<file path="config.mk">
export PLATFORM = sky130hd
export DESIGN_NAME = reg_bank
export DESIGN_NICKNAME = d
export VERILOG_FILES = /design/src/isa_pkg.sv /design/src/reg_bank.sv
export SDC_FILE = /design/constraint.sdc
export NUM_CORES = 1
export LEC_CHECK = 0
export CORE_MARGIN = 5
export CORE_UTILIZATION = 48
export DETAILED_ROUTE_END_ITERATION = 8
export DONT_BUFFER_PORTS = 1
export GPL_TIMING_DRIVEN = 0
export HOLD_SLACK_MARGIN = 0.05
export MAX_ROUTING_LAYER = met4
export SLEW_MARGIN = 0
export SYNTH_ARGS = -nofsm -noshare
export SYNTH_HDL_FRONTEND = slang
export SYNTH_SLANG_ARGS = --single-unit
</file>
<file path="constraint.sdc">
create_clock -name clk -period 2 [get_ports clk]
set_clock_uncertainty 0.15 [all_clocks]
set_input_delay 0.2 -clock clk [delete_from_list [all_inputs] [get_ports clk]]
set_output_delay 0.2 -clock clk [all_outputs]
set_load 0.02 [all_outputs]
</file>
<file path="src/isa_pkg.sv">
`default_nettype none

package isa_pkg;

	// --------------------
	// architectural sizes
	// --------------------
	localparam int NUM_REGS = 16;

	typedef logic [31:0] word;
	typedef logic [29:0] ptr; // byte address bits 31..2.
	typedef logic [3:0] reg_num;
	typedef logic [NUM_REGS-1:0] reg_list; // bit n selects register n.

	// --------------------
	// transfer opcode
	// --------------------
	typedef enum logic {
		op_load  = 1'b0,
		op_store = 1'b1
	} ldst_op;

endpackage

`default_nettype wire

</file>
<file path="src/reg_bank.sv">
`timescale 1ns/1ps
`default_nettype none

module reg_bank import isa_pkg::*;
(
	input  logic   clk,
	input  logic   rst_n,

	input  reg_num raddr,
	output word    rdata,

	input  logic   we,
	input  reg_num waddr,
	input  word    wdata,

	input  logic   dbg_we,
	input  reg_num dbg_reg,
	input  word    dbg_wdata,
	output word    dbg_rdata
);

	word regs [NUM_REGS];

	assign rdata = regs[raddr];
	assign dbg_rdata = regs[dbg_reg];

	always_ff @(posedge clk or negedge rst_n) begin
		if (!rst_n) begin
			for (int i = 0; i < NUM_REGS; i++)
				regs[i] <= '0;
		end else begin
			if (dbg_we)
				regs[dbg_reg] <= dbg_wdata;
			if (we)
				regs[waddr] <= wdata; // engine wins a collision.
		end
	end

endmodule

`default_nettype wire

</file>
---- Yosys cells after proc, flatten, opt, wreduce, memory -nomap -nowiden ----
Cells that the tools add are included.
storage, ports and cells
  logic and storage cells ................. 40
  latch bits .............................. 0
  memories ................................ 0
  RAM bits ................................ 0
  memory bits (read-only) ................. 0
  bits of input ports ..................... 80
  flip-flop bits (word level) ............. 512
cells by class
  multiplexer cells ....................... 14
  bitwise operators ....................... 3
  $lt $le $gt $ge ......................... 5
  equality and inequality tests ........... 0
  multiply operators ...................... 0
  div/mod/pow operators ................... 0
  reduce and logical (&&, ||, !) cells .... 2
  shifts and indexed selects .............. 0
  $add $sub $neg .......................... 0
operators by type and width
  kind                                                        number
  bitwise mux 512 bit                                         2
  2-to-1 mux 512 bit                                          2
  binary-select mux 32 bit (select 4 bit)                     2
  demux 32 bit (select 4 bit)                                 2
  2-to-1 mux 32 bit                                           6
  greater-or-equal comparator 5 bit, second input constant    3
  inverter 4 -> 5 bit                                         3
  less-than comparator 5 x 1 -> 1 bit, second input constant  2
  logical AND 1 bit                                           2

---- Logic depth before layout (Yosys ltp) ----
Gate-level depths: netlist of run 1.
  word-level depth ........................ 9
  gate-level depth with buffers ........... 7
  depth with buffers taken out ............ 3

---- Least setup slack after synthesis of run 1 ----
No wires, ideal clock.
  path kind ............................... input port to output port
  start point ............................. input dbg_reg[0]
  end point ............................... output dbg_rdata[14]
  slack ................................... 0.108 ns
  arrival ................................. 1.542 ns
  stages .................................. 6
  cell sequence ........................... buf_6 -> buf_6 -> buf_2 -> mux4_2 -> a22oi_1 -> nand2_1
between the ends
  longest elaborated chain between the ends .. 4
ends and longest elaborated chain
  what                                                   line            RTL
  from (decl)                                            reg_bank.sv:17  input reg_num dbg_reg,
  inverter 4 -> 5 bit (implied by the code)              reg_bank.sv:25  assign dbg_rdata = regs[dbg_reg];
  binary-select mux 32 bit (select 4 bit)                reg_bank.sv:25
  2-to-1 mux 32 bit (implied by the code) (2 in series)  reg_bank.sv:25
  to (decl)                                              reg_bank.sv:19  output word dbg_rdata
Every way passes these cells. The select of a mux whose other input is x is not followed.

---- Worst setup path after layout of run 1 ----
  start point ............................. register regs[431] (netlist name)
  end point ............................... output dbg_rdata[15]
between the ends
  longest elaborated chain between the ends .. 3
ends and longest elaborated chain
  what                                                   line            RTL
  from (decl)                                            reg_bank.sv:22  word regs [NUM_REGS];
  from (signal, indexed assignment)                      reg_bank.sv:33  regs[dbg_reg] <= dbg_wdata;
  from (signal, indexed assignment)                      reg_bank.sv:35  regs[waddr] <= wdata;
  binary-select mux 32 bit (select 4 bit)                reg_bank.sv:25
  2-to-1 mux 32 bit (implied by the code) (2 in series)  reg_bank.sv:25
Every way passes these cells. The select of a mux whose other input is x is not followed.

==> results.yml, run 1 <==
setup_path:
  reg2regPathDepth: 3
  r2r-end: "regs[1]"
  setup.worst_path.start: "regs[431]"
  reg2reg_slack_ns: 0.52
  path_class: "reg -> out"
  end_kind: "primary output"
  reg2reg_from: "regs[1]"
  cp_max_fo: 3
  start_kind: "register"
  crit_arrival_ns: 2.19
  required_ns: 1.65
detailed_routing:
  drt_first_pass_iters: 6
  wl_per_cell_um: 32.7
  vias: 35497
  via_per_inst: 7.36
  drc_errors: 0
  drt_iter0_drc: 5791
  wirelength_um: 158000
  final_antenna_net_count: 0
logic_synthesis:
  synthSimpleGateAreaFrac: 0.172
  synth_adder_area_share: 0
  yosysSeqAreaShare: 0.380
  synth_top_area_share: 0.380
  synthXorXnorAreaFrac: 0
  synth_warnings: 0
  synth.avg_cell_area_um2: 9.16
  synth_top_family_by_area: "compound AO/OA/AOI/OAI gates"
  netlist_instances: 3687
  yosysTopAreaCell: "dfrtp_1"
  synth_compound_area_frac: 0.199
  synthMuxAreaShare: 0.171
  syn_nets: 3767
  synth.cell_area_um2: 33800
  synth_seq_cells: 512
  yosysUniqueCellTypes: 32
  synth_area_leaders: "dfrtp_1, mux4_2, a31oi_1, nand3_1, nor3_1"
die:
  die_area_um2: 75700
  start_util: 0.483
  fp-row-count: 97
  die_w_um: 275
  fp.dieH_um: 275
  core_area_um2: 69900
  io_pins: 144
grt:
  grt_use_total: 0.420
  grt_pass1_vias: 34016
  antenna_found_initial: 2
  grt_pass1_wl_um: 229000
  grt_max_degree: 513
  grt-ovfl-total: 0
clock_tree:
  clock-sinks: 512
  cts_tree: "done"
  cts_inserted_buffers: 60
  cts.path.max_buffers: 3
  insertion_delay_ns: 0.66
  clk_pin_slew_worst_paths_ns: 0.06
  htreeDepth: 2
  cts_root_buffer: "clkbuf_16"
layout:
  drive_gt1_frac: 0.188
  fillers: 6479
  largest_reg_flops: 512
  seqCellArea_um2: 12800
  multi_input_area_um2: 19100
  fin_nets: 3912
  final_util: 0.553
  syn2layout_area_growth_pct: 14.5
  top_register: "regs"
  top_regs: "regs x512"
power:
  power_density_nw_per_um2: 996
  p_comb_frac: 0.299
  p_leak_nw: 13.0
  ir_worst_vdd_mv: 0.709
  switchingPower_mw: 13.7
  internal-power_mw: 24.8
  p_seq_frac: 0.394
  pwr-share-clk: 0.307
  power_mw: 38.5
  switching_share: 0.356
job:
  cap_violations: 0
placement:
  gp_congestion: 1.01
  io_buffers: 0
  hpwlAfterDp_um: 115000
sta:
  fin_crit_sh: 1.27
  worst_slew_pin_slew_ns: 1.96
  setup_viol: 69
  slew_headroom: -0.304
  rsz0062_at_grt: "yes"
  slew_violations: 266
  fmax_mhz: 394
  fin_crit_ns: 2.54
  hold_ws_ns: -0.895
  worst_slack_ns: -0.535
  finalHoldViolations: 512
status:
  status: "complete, but fails checks"
  violations: "hold timing, slew limit, setup timing"
min_path:
  hp-class: "in -> async"
-- layer usage --
layer	track usage	up-vias	wire (um)
met5	-	-	0
met4	0.190	0	9320
met3	0.123	532	21700
met2	0.611	2802	69200
met1	0.546	17613	57700
li1	-	14550	-
-- power by group through the flow --
stage / sequential, mW / combinational (mW) / clock, mW
after detailed placement: 15.1 / 10.2 / 0
after CTS: 15.0 / 11.0 / 11.7
after global routing: 15.4 / 12.0 / 12.1
final: 15.2 / 11.5 / 11.8
after floorplan: 14.2 / 7.45 / 0
after global placement: 15.0 / 10.1 / 0
-- placed cells by master, fill, tap and decap left out, types with 11 or more instances in the layout --
master	synthesis	final
clkbuf_2	4	30
or2_2	11	11
dfrtp_1	512	511
nor3_1	512	512
nand2_2	0	40
a31oi_1	512	512
dlygate4sd3_1	0	74
mux4_2	254	254
buf_4	13	31
buf_2	120	112
clkbuf_8	0	13
clkbuf_16	0	61
o21ai_0	512	512
nand2_4	0	24
nand3_1	516	515
buf_6	17	19
a22oi_2	0	102
a22oi_1	128	26
buf_1	42	37
clkbuf_1	418	404
-- through the flow --
step	instance area (um^2)	cells	setup slack, ns	setup TNS [ns]
finish	38700	4823	-0.535	-25.90
global route	38700	4821	-0.542	-25.51
CTS	38500	4817	-0.450	-30.40
detailed placement	34900	4627	-0.904	-140.00
global placement	34900	4627	-0.881	-133.88
floorplan	33800	3687	0.108	0
-- worst max-delay path: stages, from the launching register on --
cell and delay, ns:
dfrtp_1 0.40, mux4_2 0.52, a22oi_2 0.43, nand2_4 0.17
-- synthesized netlist by cell type (all sizes together) --
cell,n
nand3b,7
clkbuf,422
dfrtp,512
a22oi,128
nand2b,5
nand2,67
o21ai,512
mux4,256
nand3,516
or2,18
nor3,513
and3b,3
nor2b,7
buf,193
nor2,3
or3,1
nor3b,2
a31oi,512
and2,4
and3,2
or3b,4
-- worst max-delay path by stage --
stage	end	slack (ns)	cells after the start
4_1_cts	dbg_rdata[20]	-0.45	3
3_3_place_gp	dbg_rdata[18]	-0.88	7
2_1_floorplan	dbg_rdata[14]	0.11	6
3_5_place_dp	dbg_rdata[19]	-0.90	7
5_1_grt	dbg_rdata[14]	-0.54	3
6_report	dbg_rdata[15]	-0.54	3
-- layout make-up --
type / count / share of cell area
clock buffers: 88 / 0.0455
flip-flops and latches: 512 / 0.331
multi-input cells: 2560 / 0.494
clock inverters: 20 / 0.00683
diodes: 5 / 0.000324
well taps: 940 / 0.0304
repair buffers: 84 / 0.0211
plain buffers: 614 / 0.0707
-- logic make-up (layout without fill, tap and decap cells) --
family | after synthesis | count (layout)
simple gates | 1152 | 1152
mux | 256 | 256
flops | 512 | 512
buf+inv | 615 | 806
other cells | 0 | 5
compound gates | 1152 | 1152
-- what timing repair did --
item,CTS,global route
buffers inserted,9,1
pin swaps,128,8
hold buffers,73,1
hold endpoints to repair,719,514
resized for setup,213,47
setup endpoints to repair,64,195
Note: power is estimated with default switching activity, not from simulation.
==> run 2: changes to the inputs <==
--- a/config.mk
+++ b/config.mk
@@ -12,6 +12,7 @@
 export GPL_TIMING_DRIVEN = 0
 export HOLD_SLACK_MARGIN = 0.05
 export MAX_ROUTING_LAYER = met4
+export PLACE_DENSITY = 0.7
 export SLEW_MARGIN = 0
 export SYNTH_ARGS = -nofsm -noshare
 export SYNTH_HDL_FRONTEND = slang
==> constraint.sdc (replaced) <==
create_clock -name clk -period 2 [get_ports clk]
set_clock_uncertainty 0.15 [all_clocks]
set_input_delay 0.3 -clock clk [delete_from_list [all_inputs] [get_ports clk]]
set_output_delay 0.3 -clock clk [all_outputs]
set_load 0.02 [all_outputs]
==> run 2 against run 1 <==
The flow still finishes with violations (hold timing, slew limit, setup timing). Cell count fell by 0.37%. Cell area fell by 0.24%. Critical path depth rose by 4. First-iteration DRC count rose by 16%. Combinational power barely moved.
==> results.yml, run 2 (synthesized netlist as in run 1, its figures left out) <==
sta:
  finalHoldViolations: 512
  slew_headroom: -0.351
  worst_slack_ns: -0.630
  fmax_mhz: 380
  worst_slew_pin_slew_ns: 2.03
  finalSetupTns_ns: -32.36
  fin_crit_sh: 1.32
  fin_crit_ns: 2.63
  rsz0062_at_grt: "yes"
  setup_viol: 94
  slew_violations: 209
  hold_ws_ns: -0.771
clock_tree:
  cts_tree: "done"
  cts_inserted_buffers: 58
  ctsHoldBuffers: 52
  clk_pin_slew_worst_paths_ns: 0.05
  clock-sinks: 512
  insertion_delay_ns: 0.64
  cts.path.max_buffers: 3
  htreeDepth: 2
  cts_root_buffer: "clkbuf_16"
setup_path:
  path_class: "in -> out"
  reg2regPathDepth: 3
  end_kind: "primary output"
  r2r-end: "regs[448]"
  reg2reg_from: "regs[448]"
  crit_arrival_ns: 2.18
  crit_family: "buffers and inverters"
  start_kind: "input port"
  cp_max_fo: 10
  required_ns: 1.55
  worst-path-buf-inv: 4
  reg2reg_slack_ns: 0.95
  max_stage_delay_ns: 0.39
  crit_chain: "buf_2 -> buf_6 -> buf_12 -> buf_4 -> mux4_2 -> a22oi_2 -> nand2_4"
  critical_path.slowest_cell: "a22oi_2"
die:
  fp-row-count: 97
  fp.dieH_um: 275
  core_area_um2: 69900
  die_area_um2: 75700
  io_pins: 144
  start_util: 0.483
  die_w_um: 275
layout:
  seqCellArea_um2: 12800
  largest_reg_flops: 512
  layout_commonest_cell: "nand3_1"
  multi_input_area_um2: 19100
  final_cell_mix: "nand3_1, o21ai_0, nor3_1, a31oi_1, dfrtp_1"
  drive_gt1_frac: 0.191
  fillers: 6364
  syn2layout_area_growth_pct: 14.2
  fin_nets: 3890
  top_register: "regs"
  top_regs: "regs x512"
grt:
  grt_use_total: 0.407
  grt_pass1_vias: 34709
  grt_util_met2: 0.593
  top_usage_layer: "met2"
  grt_pass1_wl_um: 225000
  grt_max_degree: 513
  met3_usage: 0.117
  antenna_found_initial: 7
  grtUsageMet1: 0.513
  grt-ovfl-total: 0
power:
  p_leak_nw: 12.9
  power_mw: 38.4
  power_density_nw_per_um2: 995
  ir_worst_vdd_mv: 0.548
status:
  violations: "hold timing, slew limit, setup timing"
  status: "complete, but fails checks"
placement:
  io_buffers: 0
  dp_slack_ns: -1.00
  gp_congestion: 1.03
  hpwlAfterDp_um: 113000
detailed_routing:
  drc_errors: 0
  vias: 35833
  drt_first_pass_iters: 9
  wirelength_um: 153000
  drt_iter0_drc: 6707
  final_antenna_net_count: 0
  via_per_inst: 7.46
  wl_per_cell_um: 31.9
min_path:
  hp-class: "in -> async"
job:
  cap_violations: 0
-- run 2: repair_timing --
action | 4_1_cts | 5_1_grt
pin swaps | 119 | 27
setup buffers | 6 | 5
endpoints found under the setup margin | 64 | 70
hold endpoints to repair | 698 | 512
gates resized for setup | 195 | 37
-- run 2: layer usage --
metal | up-vias | routed length, um
met3 | 713 | 21800
li1 | 14488 | -
met4 | 0 | 11500
met5 | - | 0
met2 | 3072 | 66600
met1 | 17560 | 53400
-- run 2: cell type report --
class                      count  share of cell area
antenna                        9            0.000584
buffer                       615              0.0735
clock buffer                  80              0.0432
clock inverter                26             0.00899
multi-input combinational   2560               0.495
sequential                   512               0.332
tap                          940              0.0305
timing repair buffer          63              0.0156
-- run 2: how the worst max path moves through the flow --
| stage | start | end | slack, ns | depth (start not counted) |
|---|---|---|---|---|
| 2_1_floorplan | raddr[0] | rdata[10] | -0.03 | 5 |
| 6_report | dbg_reg[1] | dbg_rdata[16] | -0.63 | 7 |
| 5_1_grt | regs[495] | rdata[15] | -0.65 | 3 |
| 3_5_place_dp | raddr[1] | rdata[29] | -1.0 | 5 |
| 4_1_cts | regs[399] | rdata[15] | -0.56 | 3 |
| 3_3_place_gp | raddr[1] | rdata[29] | -0.98 | 5 |
-- run 2: worst register-to-register path, stage by stage (launching register included) --
cell,delay (ns)
dfrtp_1,0.41
buf_4,0.14
o21ai_0,0.08
a31oi_1,0.12
-- run 2: power by group --
group | leakage (nW) | internal [mW] | switching [mW] | total [mW]
registers | 6.08 | 13.0 | 2.25 | 15.2
clock network | 0.995 | 6.82 | 4.90 | 11.7
logic | 5.86 | 4.99 | 6.43 | 11.4
total | 12.9 | 24.8 | 13.6 | 38.4
-- run 2: per-stage QoR --
step           cell area [um^2]   util  instances  hold slack [ns]
6_report                  38600  0.552       4805           -0.771
3_5_place_dp              35100  0.502       4627           -0.126
4_1_cts                   38400  0.549       4791           -0.788
2_1_floorplan             33900      -       3687           -0.146
5_1_grt                   38600  0.552       4805           -0.774
3_3_place_gp              35100  0.502       4627           -0.123
