`src/isa_pkg.sv`:
```
`default_nettype none

package isa_pkg;

	// --------------------
	// architectural sizes
	// --------------------
	localparam int NUM_REGS = 16;

	typedef logic [31:0] word;
	typedef logic [29:0] ptr; // byte address bits 31..2.
	typedef logic [3:0] reg_num;
	typedef logic [NUM_REGS-1:0] reg_list; // bit n selects register n.

	// --------------------
	// transfer opcode
	// --------------------
	typedef enum logic {
		op_load  = 1'b0,
		op_store = 1'b1
	} ldst_op;

endpackage

`default_nettype wire

```
`src/uarch_pkg.sv`:
```
`default_nettype none

package uarch_pkg;

	// --------------------
	// sequencer
	// --------------------
	typedef enum logic [2:0] {
		st_idle      = 3'd0,
		st_transfer  = 3'd1,
		st_wait      = 3'd2,
		st_writeback = 3'd3,
		st_done      = 3'd4
	} ctrl_state;

	// --------------------
	// word memory
	// --------------------
	localparam int MEM_WORDS = 256;
	localparam int MEM_IDX_BITS = $clog2(MEM_WORDS); // low bits of ptr used as index.
	localparam int MEM_LATENCY = 2; // start to ready, in cycles.
	localparam int MEM_CNT_BITS = $clog2(MEM_LATENCY + 1);

endpackage

`default_nettype wire

```
`src/ldst_control.sv`:
```
`timescale 1ns/1ps
`default_nettype none

module ldst_control import isa_pkg::*, uarch_pkg::*;
(
	input  logic    clk,
	input  logic    rst_n,

	input  logic    cmd_req,
	input  logic    cmd_pre,
	input  logic    cmd_increment,
	input  logic    cmd_writeback,
	input  ldst_op  cmd_op,
	input  reg_num  cmd_base,
	input  reg_list cmd_regs,
	output logic    cmd_ack,

	output reg_num  rf_raddr,
	input  word     rf_rdata,
	output logic    rf_we,
	output reg_num  rf_waddr,
	output word     rf_wdata,

	output logic    mem_start,
	output logic    mem_write,
	output ptr      mem_addr,
	output word     mem_data_wr,
	input  logic    mem_ready,
	input  word     mem_data_rd
);

	function automatic logic [4:0] count_regs(input reg_list regs);
		logic [4:0] n;
		n = '0;
		for (int i = 0; i < NUM_REGS; i++)
			n = n + 5'(regs[i]);
		return n;
	endfunction

	ctrl_state state;
	logic      txn_open;

	ldst_op    op_q;
	logic      inc_q, wb_q;
	reg_num    base_q, cur_reg;
	reg_list   regs_q, next_regs;
	ptr        cur_addr, base_ptr, first_addr, step_addr;
	word       wb_value, list_bytes;

	logic      pop_valid;
	reg_num    popped, pop_upper, pop_lower;
	reg_list   next_upper, next_lower;
	logic      accept, issue;

	ldst_pop pop (
		.regs(regs_q),
		.valid(pop_valid),
		.next_upper(next_upper),
		.next_lower(next_lower),
		.pop_upper(pop_upper),
		.pop_lower(pop_lower)
	);

	// decrement walks the list from the top.
	assign popped = inc_q ? pop_lower : pop_upper;
	assign next_regs = inc_q ? next_lower : next_upper;

	assign accept = state == st_idle && cmd_req;
	assign issue = state == st_transfer && pop_valid;

	assign base_ptr = rf_rdata[31:2];
	assign first_addr = !cmd_pre ? base_ptr :
		cmd_increment ? base_ptr + ptr'(1) : base_ptr - ptr'(1);
	assign step_addr = inc_q ? cur_addr + ptr'(1) : cur_addr - ptr'(1);
	assign list_bytes = word'(count_regs(cmd_regs)) << 2;

	// --------------------
	// register bank side
	// --------------------
	assign rf_raddr = state == st_idle ? cmd_base : popped; // base read while idle.
	assign rf_we = (state == st_wait && mem_ready && op_q == op_load) ||
		state == st_writeback;
	assign rf_waddr = state == st_writeback ? base_q : cur_reg;
	assign rf_wdata = state == st_writeback ? wb_value : mem_data_rd;

	// --------------------
	// memory side
	// --------------------
	assign mem_start = issue;
	assign mem_write = issue && op_q == op_store;
	assign mem_addr = cur_addr;
	assign mem_data_wr = rf_rdata;

	always_ff @(posedge clk or negedge rst_n) begin
		if (!rst_n) begin
			state <= st_idle;
			cmd_ack <= 1'b0;
			txn_open <= 1'b0;
		end else begin
			if (mem_start)
				txn_open <= 1'b1;
			else if (mem_ready)
				txn_open <= 1'b0;

			unique case (state)
				st_idle:
					if (cmd_req)
						state <= st_transfer;
				st_transfer:
					if (pop_valid)
						state <= st_wait;
					else if (wb_q)
						state <= st_writeback;
					else
						state <= st_done;
				st_wait:
					if (mem_ready)
						state <= st_transfer;
				st_writeback:
					state <= st_done;
				st_done:
					if (cmd_req) begin
						cmd_ack <= 1'b1; // hold until requester lets go.
					end else begin
						cmd_ack <= 1'b0;
						state <= st_idle;
					end
				default:
					state <= st_idle;
			endcase
		end
	end

	always_ff @(posedge clk) begin
		if (accept) begin
			op_q <= cmd_op;
			inc_q <= cmd_increment;
			wb_q <= cmd_writeback && |cmd_regs; // empty list skips writeback.
			base_q <= cmd_base;
			regs_q <= cmd_regs;
			cur_addr <= first_addr;
			wb_value <= cmd_increment ? rf_rdata + list_bytes : rf_rdata - list_bytes;
		end else if (issue) begin
			regs_q <= next_regs;
			cur_reg <= popped;
			cur_addr <= step_addr;
		end
	end

	// --------------------
	// assertions
	// --------------------
	a_no_overlap: assert property (@(posedge clk) disable iff (!rst_n)
		mem_start |-> !txn_open);

	a_ready_latency: assert property (@(posedge clk) disable iff (!rst_n)
		mem_start |-> ##MEM_LATENCY mem_ready);

	a_ack_in_done: assert property (@(posedge clk) disable iff (!rst_n)
		$rose(cmd_ack) |-> state == st_done);

endmodule

`default_nettype wire

```
`src/ldst_pop.sv`:
```
`timescale 1ns/1ps
`default_nettype none

module ldst_pop import isa_pkg::*;
(
	input  reg_list regs,
	output logic    valid,
	output reg_list next_upper,
	output reg_list next_lower,
	output reg_num  pop_upper,
	output reg_num  pop_lower
);

	assign valid = |regs;

	// lowest set bit, scanning down so the last hit wins.
	always_comb begin
		pop_lower = '0;
		for (int i = NUM_REGS - 1; i >= 0; i--) begin
			if (regs[i])
				pop_lower = reg_num'(i);
		end
	end

	// highest set bit, scanning up.
	always_comb begin
		pop_upper = '0;
		for (int i = 0; i < NUM_REGS; i++) begin
			if (regs[i])
				pop_upper = reg_num'(i);
		end
	end

	assign next_lower = regs & (regs - reg_list'(1)); // drops lowest one.
	assign next_upper = regs & ~(reg_list'(1) << pop_upper);

endmodule

`default_nettype wire

```
`config.mk`:
```
export PLATFORM = sky130hd
export DESIGN_NAME = ldst_control
export DESIGN_NICKNAME = d
export VERILOG_FILES = /design/src/isa_pkg.sv /design/src/uarch_pkg.sv /design/src/ldst_control.sv /design/src/ldst_pop.sv
export SDC_FILE = /design/constraint.sdc
export NUM_CORES = 1
export LEC_CHECK = 0
export CORE_MARGIN = 4
export CORE_UTILIZATION = 23
export CTS_CLUSTER_DIAMETER = 40
export DETAILED_ROUTE_END_ITERATION = 6
export DONT_BUFFER_PORTS = 1
export PLACE_DENSITY_LB_ADDON = 0.3
export SLEW_MARGIN = 15
export SYNTH_ARGS = -nofsm -noshare
export SYNTH_HDL_FRONTEND = slang
export SYNTH_SLANG_ARGS = --single-unit
```
`constraint.sdc`:
```
create_clock -name clk -period 8.1 [get_ports clk]
set_clock_uncertainty 0.05 [all_clocks]
set_input_delay 0.81 -clock clk [delete_from_list [all_inputs] [get_ports clk]]
set_output_delay 0.81 -clock clk [all_outputs]
set_load 0.01 [all_outputs]
```
* Word-level counts from Yosys, hierarchy flattened
Cells that the tools add are included.
** Storage, ports and cells
- Output and inout port bits :: 106
- Flip-flop bits (word level) :: 93
- Bits of input ports :: 92
- Word-level logic and storage cells :: 109
** Operators by class
- Eq/ne operators :: 7
- Shifts and indexed selects :: 1
- Reduce and logical (&&, ||, !) cells :: 13
- Add/sub/neg operators :: 22
- Bitwise operators :: 5
- Multiplexer cells :: 51
** Operator list (count)
- $mux 30 :: 5
- $mux 4 :: 27
- $mux 32 :: 2
- $add 30x1->30 const B :: 2
- $sub 30x1->30 const B :: 2
- $add 5x1->5 :: 11
- $mux 16 :: 3
- $add 32x7->32 :: 1
- $and 16x16->16 :: 2
- $reduce_or 16->1 :: 2
- $sub 32x7->32 :: 1
- $mux 3 :: 9
- $not 16->16 :: 1
- $shl 1x4->16 const A :: 1
- $sub 16x1->16 const B :: 1
- $pmux 3 s5 :: 1
- $eq 3x2->1 const B :: 2
- $logic_and 1x1->1 :: 6
- $ne 2x2->1 const B :: 3
- $add 4x1->5 :: 1
- $add 3x1->4 :: 1
- $mux 2 :: 2
- $add 2x1->3 :: 1
- $eq 3x1->1 const B :: 1
- other kinds (9) :: 11

* Logic depth before layout (Yosys ltp)
Gate-level depths: netlist (run 1).
- Word-level depth :: 21
- Gate-level depth with buffers :: 27
- Gate-level depth less buffers :: 27

* Modules after synthesis
Synthesis (run 1) repeated with hierarchy kept, for this count alone.
** Second synthesis, totals
- Cell total of the unflattened synthesis :: 1096
- Area, all modules :: 9923.3 um^2
** By module, submodules not included
- ldst_control :: area each 9245.1 um^2, cells each 991, sequential area each 2772.7 um^2, instances 1
- ldst_pop :: area each 678.2 um^2, cells each 105, sequential area each 0.0 um^2, instances 1

* Least setup slack after synthesis (run 1)
Ideal clock, no wire load.
- Kind :: input -> register
- Start point :: input port cmd_regs[0]
- End point :: register wb_value[30], data pin
- Setup slack :: 1.368 ns
- Path buffers :: 1
- Data arrival time :: 6.422 ns
- Stages on the path :: 25
- Data required time :: 7.790 ns
- Library setup time :: 0.260 ns
- Path through :: inv_1 fa_1 fa_1 fa_1 fa_1 inv_1 ha_1 a21o_1 a21oi_1 xnor2_1 inv_1 and3_1 ha_1 nor2_1 ha_1 buf_2 o21ai_0 nand2b_1 a31o_1 a2111oi_2 a21oi_1 a22o_1 o31a_1 mux2i_1 nand2_1
** Between the ends
- Word-level cells in the longest chain between the ends :: 17
- Elaborated cells between the ends (all ways) :: 18
- Classes of those cells :: add/sub: 17; mux: 1
** RTL lines
- start, declared :: RTL line ldst_control.sv:15 : input reg_list cmd_regs,
- $add 1x1->2 * :: RTL line ldst_control.sv:36 : n = n + 5'(regs[i]);
- $add 2x1->3 * :: RTL line ldst_control.sv:36
- $add 3x1->4 * :: RTL line ldst_control.sv:36
- $add 4x1->5 * :: RTL line ldst_control.sv:36
- $add 5x1->5 * (11 in a row) :: RTL line ldst_control.sv:36
- $sub 32x7->32 or $add 32x7->32 (tied branches) :: RTL line ldst_control.sv:142 : wb_value <= cmd_increment ? rf_rdata + list_bytes : rf_rdata - list_bytes;
- $mux 32 * :: RTL line ldst_control.sv:142
- end signal, assigned :: RTL line ldst_control.sv:142
- end, declared :: RTL line ldst_control.sv:48 : word wb_value, list_bytes;
Mark *: on every way between the ends. The rest lies on a longest branch, timed or not.
A chain may end at the register's enable or synchronous reset.

* Worst setup path in the final report (run 1)
Same ends and word-level chain as after synthesis.

==> results of run 1 <==
## routing by layer
metal	GRT usage	vias to the layer above	share of wire
met2	0.2250	238	0.48
met3	0.04350	22	0.077
met1	0.1600	3847	0.42
li1	-	4049	-
met5	0	-	0
met4	0.03717	0	0.021
## power by group through the flow
| stage | registers (W) | clock network, W | logic [W] |
|---|---|---|---|
| global route | 0.00125 | 0.000537 | 0.00299 |
| detailed placement | 0.00123 | 0 | 0.00264 |
| floorplan | 0.00110 | 0 | 0.00209 |
| finish | 0.00120 | 0.000498 | 0.00264 |
| global placement | 0.00124 | 0 | 0.00264 |
| CTS | 0.00122 | 0.000517 | 0.00267 |
## per-stage QoR
step                cells  total power, W  instance area, um^2
finish               1606        0.004344                10530
global route         1606        0.004776                10530
CTS                  1606        0.004412                10530
detailed placement   1590        0.003869                10190
global placement     1590        0.003877                10190
floorplan            1105        0.003190                 9812
## worst max-delay path by stage
| stage | from | endpoint | slack, ps | cells after the start |
|---|---|---|---|---|
| 2_1_floorplan | cmd_regs[0] | wb_value[30] | 1370 | 25 |
| 3_3_place_gp | cmd_regs[0] | wb_value[30] | 840 | 24 |
| 3_5_place_dp | cmd_regs[0] | wb_value[30] | 750 | 24 |
| 4_1_cts | cmd_regs[0] | wb_value[30] | 1110 | 24 |
| 5_1_grt | cmd_regs[0] | wb_value[30] | 670 | 24 |
| 6_report | cmd_regs[0] | wb_value[30] | 1100 | 24 |
## critical path, cell delays in order
cell and delay (ps):
inv_1 60, fa_1 570, fa_1 480, fa_1 430
fa_1 590, inv_1 60, ha_1 290, a21o_1 180
a21oi_1 160, xnor2_1 190, inv_1 110, and3_1 190
ha_1 180, nor2_1 470, ha_1 430, o21ai_0 200
nand2b_1 70, a31o_1 250, a2111oi_2 370, a21oi_1 180
a22o_1 290, o31a_1 270, mux2i_1 160, nand2_1 60
## cell families (layout without fill, tap and decap cells)
logic type                 after synthesis  after routing  synth area share
xor gates and xnor gates                67             67           0.05981
muxes                                   57             57           0.06350
adders and majority gates              107            107            0.1464
and+or+nand+nor                        289            289            0.1414
AOI/OAI and AO/OA                      373            373            0.2483
buffers and inverters                  119             81           0.05802
DFF                                     93             93            0.2826
## cell type report
class | count | area, um^2
flip-flops and latches | 93 | 2773
fillers | 4556 | 31510
clock inverters | 5 | 82.58
well taps | 539 | 674.4
inverters | 57 | 214.0
clock buffers | 11 | 252.7
multi-input cells | 893 | 6472
repair buffers | 8 | 60.06
## cell usage after synthesis (4+ instances only)
cell,count
a211o_1,6
a211oi_1,18
a21o_1,36
a21oi_1,95
a221o_1,4
a31oi_1,12
and3_1,7
buf_4,32
clkbuf_1,26
dfrtp_1,4
edfxtp_1,89
fa_1,13
ha_1,94
inv_1,57
mux2_2,42
mux2i_1,15
nand2_1,75
nand2b_1,16
nand3_1,23
nand3b_1,5
nand4_1,4
nor2_1,82
nor2b_1,8
nor3_1,32
nor4_1,5
o2111ai_1,4
o211ai_1,14
o21a_1,21
o21ai_0,69
o21ai_1,21
o21bai_1,12
o22ai_1,11
o31ai_1,7
or3_1,11
xnor2_1,44
xor2_1,23
## cell usage in the layout, fill, tap and decap left out, types with 5 or more instances in the layout
master / netlist / final
o22ai_1: 11 / 11
o21ai_0: 69 / 69
o21ai_1: 21 / 21
o21a_1: 21 / 21
xor2_1: 23 / 23
nor2b_1: 8 / 8
nand3b_1: 5 / 5
ha_1: 94 / 94
inv_1: 57 / 56
mux2_2: 42 / 42
a211o_1: 6 / 6
o211ai_1: 14 / 14
edfxtp_1: 89 / 89
buf_4: 32 / 8
nand2b_1: 16 / 16
and3_1: 7 / 7
a31oi_1: 12 / 12
fa_1: 13 / 13
nor2_1: 82 / 82
a21oi_1: 95 / 95
o31ai_1: 7 / 7
nand3_1: 23 / 23
nor4_1: 5 / 5
mux2i_1: 15 / 15
a21o_1: 36 / 36
clkbuf_16: 0 / 9
nor3_1: 32 / 32
xnor2_1: 44 / 44
a211oi_1: 18 / 18
nand2_1: 75 / 74
or3_1: 11 / 11
o21bai_1: 12 / 12
==> results.ini, run 1 <==
[global_routing]
grt_use_total = 0.1321
overflow = 0
grt_max_degree = 68
antenna_found_initial = 0
grt_pass1_wl_um = 47730
grt_pass1_vias = 7860

[logic_synthesis]
synth_largest_type_area_fraction = 0.2724
async_flop_share = 0.04301
ys_seq_area_frac = 0.2826
synth.net_count = 1304
yosys_warnings = 0
netlist_instances = 1105
synth_edf_count = 89
synth_top_flop_cell = edfxtp_1
yosys-top-cells-area = edfxtp_1, ha_1, a21oi_1
synth.avg_cell_area_um2 = 8.880
synth_top_cell_by_area = edfxtp_1
syn_area_um2 = 9812
ys_types = 80
ys_ff_latch = 93

[sta]
setup_viol = 0
setup_ws_ps = 1096
slew_viol_final = 0
max_freq_mhz = 142.8
period_needed_ps = 7004
rsz0062_at_grt = no
fin_tns_setup_ps = 0
hold_violations = 0
finalCritPeriodShare = 0.8647
worst_pin_slew_ps = 989.4
slew-limit-headroom = 0.3348
whs_ps = 89.56

[floorplan]
dieArea_um2 = 46030
pin_count = 198
core_area_um2 = 42040
std_cell_rows = 75
die_height_um = 214.5
start_util = 0.2334
fp.dieW_um = 214.5

[placement]
portBuffers = 0
dp_hpwl_um = 24170
gp_congestion = 0.8642
pre_cts_slack_ps = 749.8

[worst_setup_path]
reg2reg_depth = 12
arrival_ps = 7070
r2r_slack_ps = 4030
start_kind = input port
critPathKind = in2reg
required_ps = 8160
path_max_fanout = 8
worstSetupEndpointType = flop
timing.rr.end = mem_addr[29]
r2r_start = inc_q

[power_and_ir_drop]
comb_power_share = 0.608
pwr-share-clk = 0.115
pwr-share-seq = 0.277
switchingPower_w = 0.002021
intPower_w = 0.002323
sw_frac_of_total = 0.4652
leakagePower_nw = 4.074
max-vdd-ir-drop_mv = 0.1797
power_density_nw_per_um2 = 412.6

[clock_tree]
hold_buffers = 0
root_buffer = clkbuf_16
clk_pin_slew_ps = 70
cts_tree = yes
cts_sinks = 93
clkLatencyLatePin_ps = 370
postCtsSetupBuffers = 0
ctsResizeCount = 0
cts_max_level = 3
cts_made_buffers = 9
clockBufferDepth = 2

[detailed_routing]
wirelength_um = 31190
firstDrtPassIters = 5
wire_per_inst_um = 19.42
drc = 0
vias = 8156
drt-initial-drc-count = 436
vias_per_cell = 5.078
antenna_left = 0

[layout]
regMostFlops = wb_value
area_growth_pct = 7.306
antenna_cells = 0
fin_nets = 1261
drive_gt1_frac = 0.07873
postLayoutCoreUtil = 0.2504
largest_reg_flops = 32

[worst_hold_path]
worst_hold_path_type = in2async

[outcome]
status = finished, final reports clean

[job]
drv_cap = 0

(Power assumes the default switching activity.)
==> inputs of run 2 (changes only) <==
--- a/config.mk
+++ b/config.mk
@@ -11,6 +11,7 @@
 export DETAILED_ROUTE_END_ITERATION = 6
 export DONT_BUFFER_PORTS = 1
 export PLACE_DENSITY_LB_ADDON = 0.3
+export REMOVE_ABC_BUFFERS = 1
 export SLEW_MARGIN = 15
 export SYNTH_ARGS = -nofsm -noshare
 export SYNTH_HDL_FRONTEND = slang
==> run 2 against run 1 <==
Fmax down 1.2%; combinational power down 2%; die area unchanged; clock power down 12%; cell area down 0.43%; worst setup slack worse by 85 ps; count of clock-buffer cells in the layout down 2.
==> results.ini, run 2 (synthesis gave the netlist of run 1 again) <==
[detailed_routing]
wirelength_um = 29900
firstDrtPassIters = 5
vias_per_cell = 5.078
wire_per_inst_um = 18.61
drt-initial-drc-count = 492
antenna_left = 0
vias = 8160
drc = 0

[floorplan]
fp.dieW_um = 214.5
die_height_um = 214.5
pin_count = 198
dieArea_um2 = 46030
start_util = 0.2334
std_cell_rows = 75
core_area_um2 = 42040

[placement]
dp_hpwl_um = 23350
portBuffers = 0
place_area_um2 = 10190
gp_congestion = 0.8667

[sta]
hold_violations = 0
setup_viol = 0
slew-limit-headroom = 0.3488
rsz0062_at_grt = no
slew_viol_final = 0
finalCritPeriodShare = 0.8752
period_needed_ps = 7089
fin_tns_setup_ps = 0
max_freq_mhz = 141.1
worst_pin_slew_ps = 972.2

[worst_setup_path]
r2r_start = inc_q
required_ps = 8180
path_max_fanout = 7
worstSetupEndpointType = flop
critPathKind = in2reg
arrival_ps = 7170
start_kind = input port
startpoint = cmd_regs[0]

[global_routing]
grt_use_total = 0.1271
overflow = 0
grt_pass1_wl_um = 46190
grt_pass1_vias = 7991
grt_max_degree = 64
antenna_found_initial = 0

[outcome]
status = finished, final reports clean

[clock_tree]
cts_tree = yes
cts_made_buffers = 9
clk_pin_slew_ps = 80
clockBufferDepth = 2
postCtsSetupBuffers = 0
cts_sinks = 93
root_buffer = clkbuf_16
ctsResizeCount = 0
clkLatencyLatePin_ps = 380
cts_max_level = 3
hold_buffers = 0

[power_and_ir_drop]
leakagePower_nw = 4.059
max-vdd-ir-drop_mv = 0.1906
power_density_nw_per_um2 = 402.9

[layout]
multi_input_area_um2 = 6472
drive_gt1_frac = 0.07873
fillers = 4582
fin_nets = 1261
largest_reg_flops = 32
area_growth_pct = 6.848
final_area_um2 = 10480
regArea_um2 = 2773
regMostFlops = wb_value
mostFrequentLayoutCells = a21oi_1, ha_1, edfxtp_1, nor2_1, nand2_1
final_common_cell = a21oi_1

[job]
drv_cap = 0

[worst_hold_path]
worst_hold_path_type = in2async

==> run 2: final timing paths <==
kind	slack, ps	end	cells after the start
setup / recovery	1010	wb_value[30]	22
hold / removal	70	state[1]	0
hold reg to reg	520	state[0]	1
min in group clk	470	wb_value[1]	0
max in group asynchronous	7870	cmd_ack	0
setup reg to reg	4280	mem_addr[25]	13
==> run 2: critical path, stage by stage <==
cell and delay, ps:
inv_1 60, fa_1 590, fa_1 450, fa_1 620
fa_1 430, inv_1 70, ha_1 160, inv_1 60
fa_1 400, xor2_1 210, and3_1 220, a31oi_1 740
ha_1 460, a211oi_1 270, o21ai_1 110, a31o_1 240
a2111oi_2 340, a21oi_1 160, a22o_1 290, o31a_1 270
mux2i_1 140, nand2_1 60
==> run 2: metrics by stage <==
stage | std cells | util | power, W | setup WS [ps] | hold slack, ps
2_1_floorplan | 1043 | - | 0.003157 | 1425 | 454.9
3_3_place_gp | 1590 | 0.2425 | 0.003806 | 800.7 | 464.6
3_5_place_dp | 1590 | 0.2425 | 0.003812 | 653.6 | 464.6
4_1_cts | 1606 | 0.2493 | 0.004289 | 1053 | 34.46
5_1_grt | 1606 | 0.2493 | 0.004652 | 709.8 | 30.65
6_report | 1607 | 0.2494 | 0.004223 | 1011 | 65.77
==> run 2: layout make-up <==
cell class,count,area share
well taps,539,0.06433
inverters,57,0.02041
multi-input cells,893,0.6174
clock inverters,7,0.005967
clock buffers,9,0.02148
flip-flops and latches,93,0.2645
repair buffers,8,0.005729
diodes,1,0.0002387
==> run 2: routing by layer <==
layer,up-vias,global-route usage,part of all wire
met5,-,0,0
met3,20,0.05583,0.097
li1,4048,-,-
met2,282,0.2098,0.46
met1,3810,0.1541,0.43
met4,0,0.02702,0.014
==> run 2: where the power goes <==
part / switching (W) / total [W] / internal, W
logic: 0.00150 / 0.00258 / 0.00108
registers: 0.000252 / 0.00120 / 0.000949
clock network: 0.000223 / 0.000438 / 0.000215
total: 0.00198 / 0.00422 / 0.00224
==> inputs of run 3 (changes only) <==
--- a/config.mk
+++ b/config.mk
@@ -5,6 +5,8 @@
 export SDC_FILE = /design/constraint.sdc
 export NUM_CORES = 1
 export LEC_CHECK = 0
+export ABC_AREA = 1
+export ABC_CLOCK_PERIOD_IN_PS = 8100
 export CORE_MARGIN = 4
 export CORE_UTILIZATION = 23
 export CTS_CLUSTER_DIAMETER = 40
==> run 3 against run 2 <==
Via count increased by 12%; critical path depth increased by 3; final cell count up 20%; area after synthesis grew 5.3%; worst setup slack improved by 820 ps; sequential share of layout area is 1.5 points lower; total power grew 6.2%; count of clock-buffer cells in the layout rose by 1; die area increased by 5.1%; register-to-register slack worse by 30 ps; sequential power hardly changed; critical endpoint is now wb_value[31]; largest cell class unchanged; largest power group unchanged.
==> results.ini, run 3 <==
[logic_synthesis]
synth_common_cells = nand2_1, inv_1, nor2_1, a21oi_1, ha_1
synth_largest_type_area_fraction = 0.2586
syn_area_um2 = 10330
muxShareOfSynthArea = 0.03923
synthSimpleGateAreaFrac = 0.2187
synthAdderAreaFrac = 0.1390
synth_compound_area_frac = 0.1905
synth_top_cell_by_area = edfxtp_1
ys_types = 61
netlist_instances = 1369
async_flop_share = 0.04301
yosys_warnings = 0
synth_edf_count = 89
synth_xor_area_frac = 0.05001
yosysMostFrequentCell = nand2_1
synth_top_flop_cell = edfxtp_1
ys_seq_area_frac = 0.2683
ys_ff_latch = 93
synth_top_family_by_area = simple AND/OR/NAND/NOR gates
yosys-top-cells-area = edfxtp_1, ha_1, nand2_1
synth.avg_cell_area_um2 = 7.548

[clock_tree]
clkLatencyLatePin_ps = 380
clockBufferDepth = 2
clk_pin_slew_ps = 70
cts_max_level = 3
cts_tree = yes
postCtsSetupBuffers = 0
hold_buffers = 0
cts_made_buffers = 9
ctsResizeCount = 0
cts_sinks = 93
root_buffer = clkbuf_16

[global_routing]
antenna_found_initial = 0
grt_max_degree = 52
grt_pass1_vias = 8864
grt_pass1_wl_um = 51550
overflow = 0
grt_use_total = 0.1386

[worst_setup_path]
max_stage_delay_ps = 570
path_max_fanout = 6
cp_slowest_cell = fa_1
reg2reg_depth = 9
required_ps = 8160
arrival_ps = 6330
startpoint = cmd_regs[13]
critPathKind = in2reg
endpoint = wb_value[31]
timing.rr.end = mem_addr[26]
worstSetupEndpointType = flop
r2r_start = inc_q
crit_top_cell = fa_1
critPathBufInv = 4
path_depth = 25
r2r_slack_ps = 4250
start_kind = input port
path_delay_family = adder cells

[sta]
worst_pin_slew_ps = 854.5
hold_violations = 0
rsz0062_at_grt = no
period_needed_ps = 6267
setup_viol = 0
fin_tns_setup_ps = 0
slew_viol_final = 0
slew-limit-headroom = 0.4283
finalCritPeriodShare = 0.7736
max_freq_mhz = 159.6

[placement]
gp_congestion = 0.9076
dp_hpwl_um = 28140
portBuffers = 0
placed_cells = 1915
place_area_um2 = 10780

[power_and_ir_drop]
comb_power_share = 0.619
pwr-share-seq = 0.265
intPower_w = 0.002218
sw_frac_of_total = 0.5055
max-vdd-ir-drop_mv = 0.2697
switchingPower_w = 0.002268
pwr-share-clk = 0.116
leakagePower_nw = 4.751
power_w = 0.004486
power_density_nw_per_um2 = 403.1

[detailed_routing]
drc = 0
wire_per_inst_um = 17.81
firstDrtPassIters = 5
antenna_left = 0
vias_per_cell = 4.728
vias = 9130
drt-initial-drc-count = 760
wirelength_um = 34400

[floorplan]
start_util = 0.2332
pin_count = 198
dieArea_um2 = 48380
fp.dieW_um = 220.0
core_area_um2 = 44320
die_height_um = 220.0
std_cell_rows = 77

[layout]
largest_reg_flops = 32
regMostFlops = wb_value
fillers = 4936
final_common_cell = nand2_1
area_growth_pct = 7.700
antenna_cells = 0
fin_nets = 1533
drive_gt1_frac = 0.08364
final_area_um2 = 11130
finalNonFillerCells = 1931
mostFrequentLayoutCells = nand2_1, inv_1, nor2_1, a21oi_1, ha_1

[outcome]
status = finished, final reports clean

[worst_hold_path]
worst_hold_path_type = in2async

[job]
drv_cap = 0

## run 3: power groups by stage
| stage | Clock (W) | Sequential, W | Combinational [W] |
|---|---|---|---|
| after detailed placement | 0 | 0.00121 | 0.00279 |
| after global placement | 0 | 0.00121 | 0.00277 |
| after floorplan | 0 | 0.00109 | 0.00209 |
| after CTS | 0.000539 | 0.00120 | 0.00281 |
| after global routing | 0.000551 | 0.00122 | 0.00315 |
| final | 0.000521 | 0.00119 | 0.00278 |
## run 3: routing by layer
layer / up-vias / wire length [um] / GRT usage
met3: 26 / 3638 / 0.05681
met4: 0 / 450 / 0.03035
li1: 4631 / - / -
met5: - / 0 / 0
met1: 4179 / 15020 / 0.1773
met2: 294 / 15290 / 0.2194
## run 3: kinds of logic after synthesis
family | count (synthesis)
and+or+nand+nor | 531
AOI/OAI and AO/OA | 322
buffers and inverters | 221
adders and majority gates | 107
DFF | 93
xor gates and xnor gates | 59
muxes | 36
## run 3: worst min path at each step
stage	from	endpoint	depth (start not counted)
3_5_place_dp	rst_n	cmd_ack	0
3_3_place_gp	rst_n	cmd_ack	0
2_1_floorplan	rst_n	cmd_ack	0
5_1_grt	rst_n	state[1]	0
4_1_cts	rst_n	state[1]	0
6_report	rst_n	state[1]	0
## run 3: worst reg2reg max path, cell delays in order (launching register included)
cell      delay (ps)
edfxtp_1         620
inv_2            640
ha_1             470
nand2_1          210
o21ai_0          250
a221oi_1         550
o211ai_1         330
or2_2            360
nand3_1           70
nand2_1           60
## run 3: final cells by class
class | instances | area (um^2) | area share
inverter | 170 | 638.1 | 0.05734
clock inverter | 6 | 110.1 | 0.009893
sequential | 93 | 2773 | 0.2491
timing repair buffer | 5 | 37.54 | 0.003373
multi-input combinational | 1055 | 6591 | 0.5922
tap | 592 | 740.7 | 0.06655
clock buffer | 10 | 239.0 | 0.02147
## run 3: through the flow
step | worst slack (ps) | utilization | hold WS [ps]
2_1_floorplan | 2173 | - | 464.4
3_3_place_gp | 1448 | 0.2433 | 464.6
3_5_place_dp | 1439 | 0.2433 | 464.5
4_1_cts | 1830 | 0.2511 | 48.68
5_1_grt | 1350 | 0.2511 | 55.82
6_report | 1834 | 0.2511 | 71.49
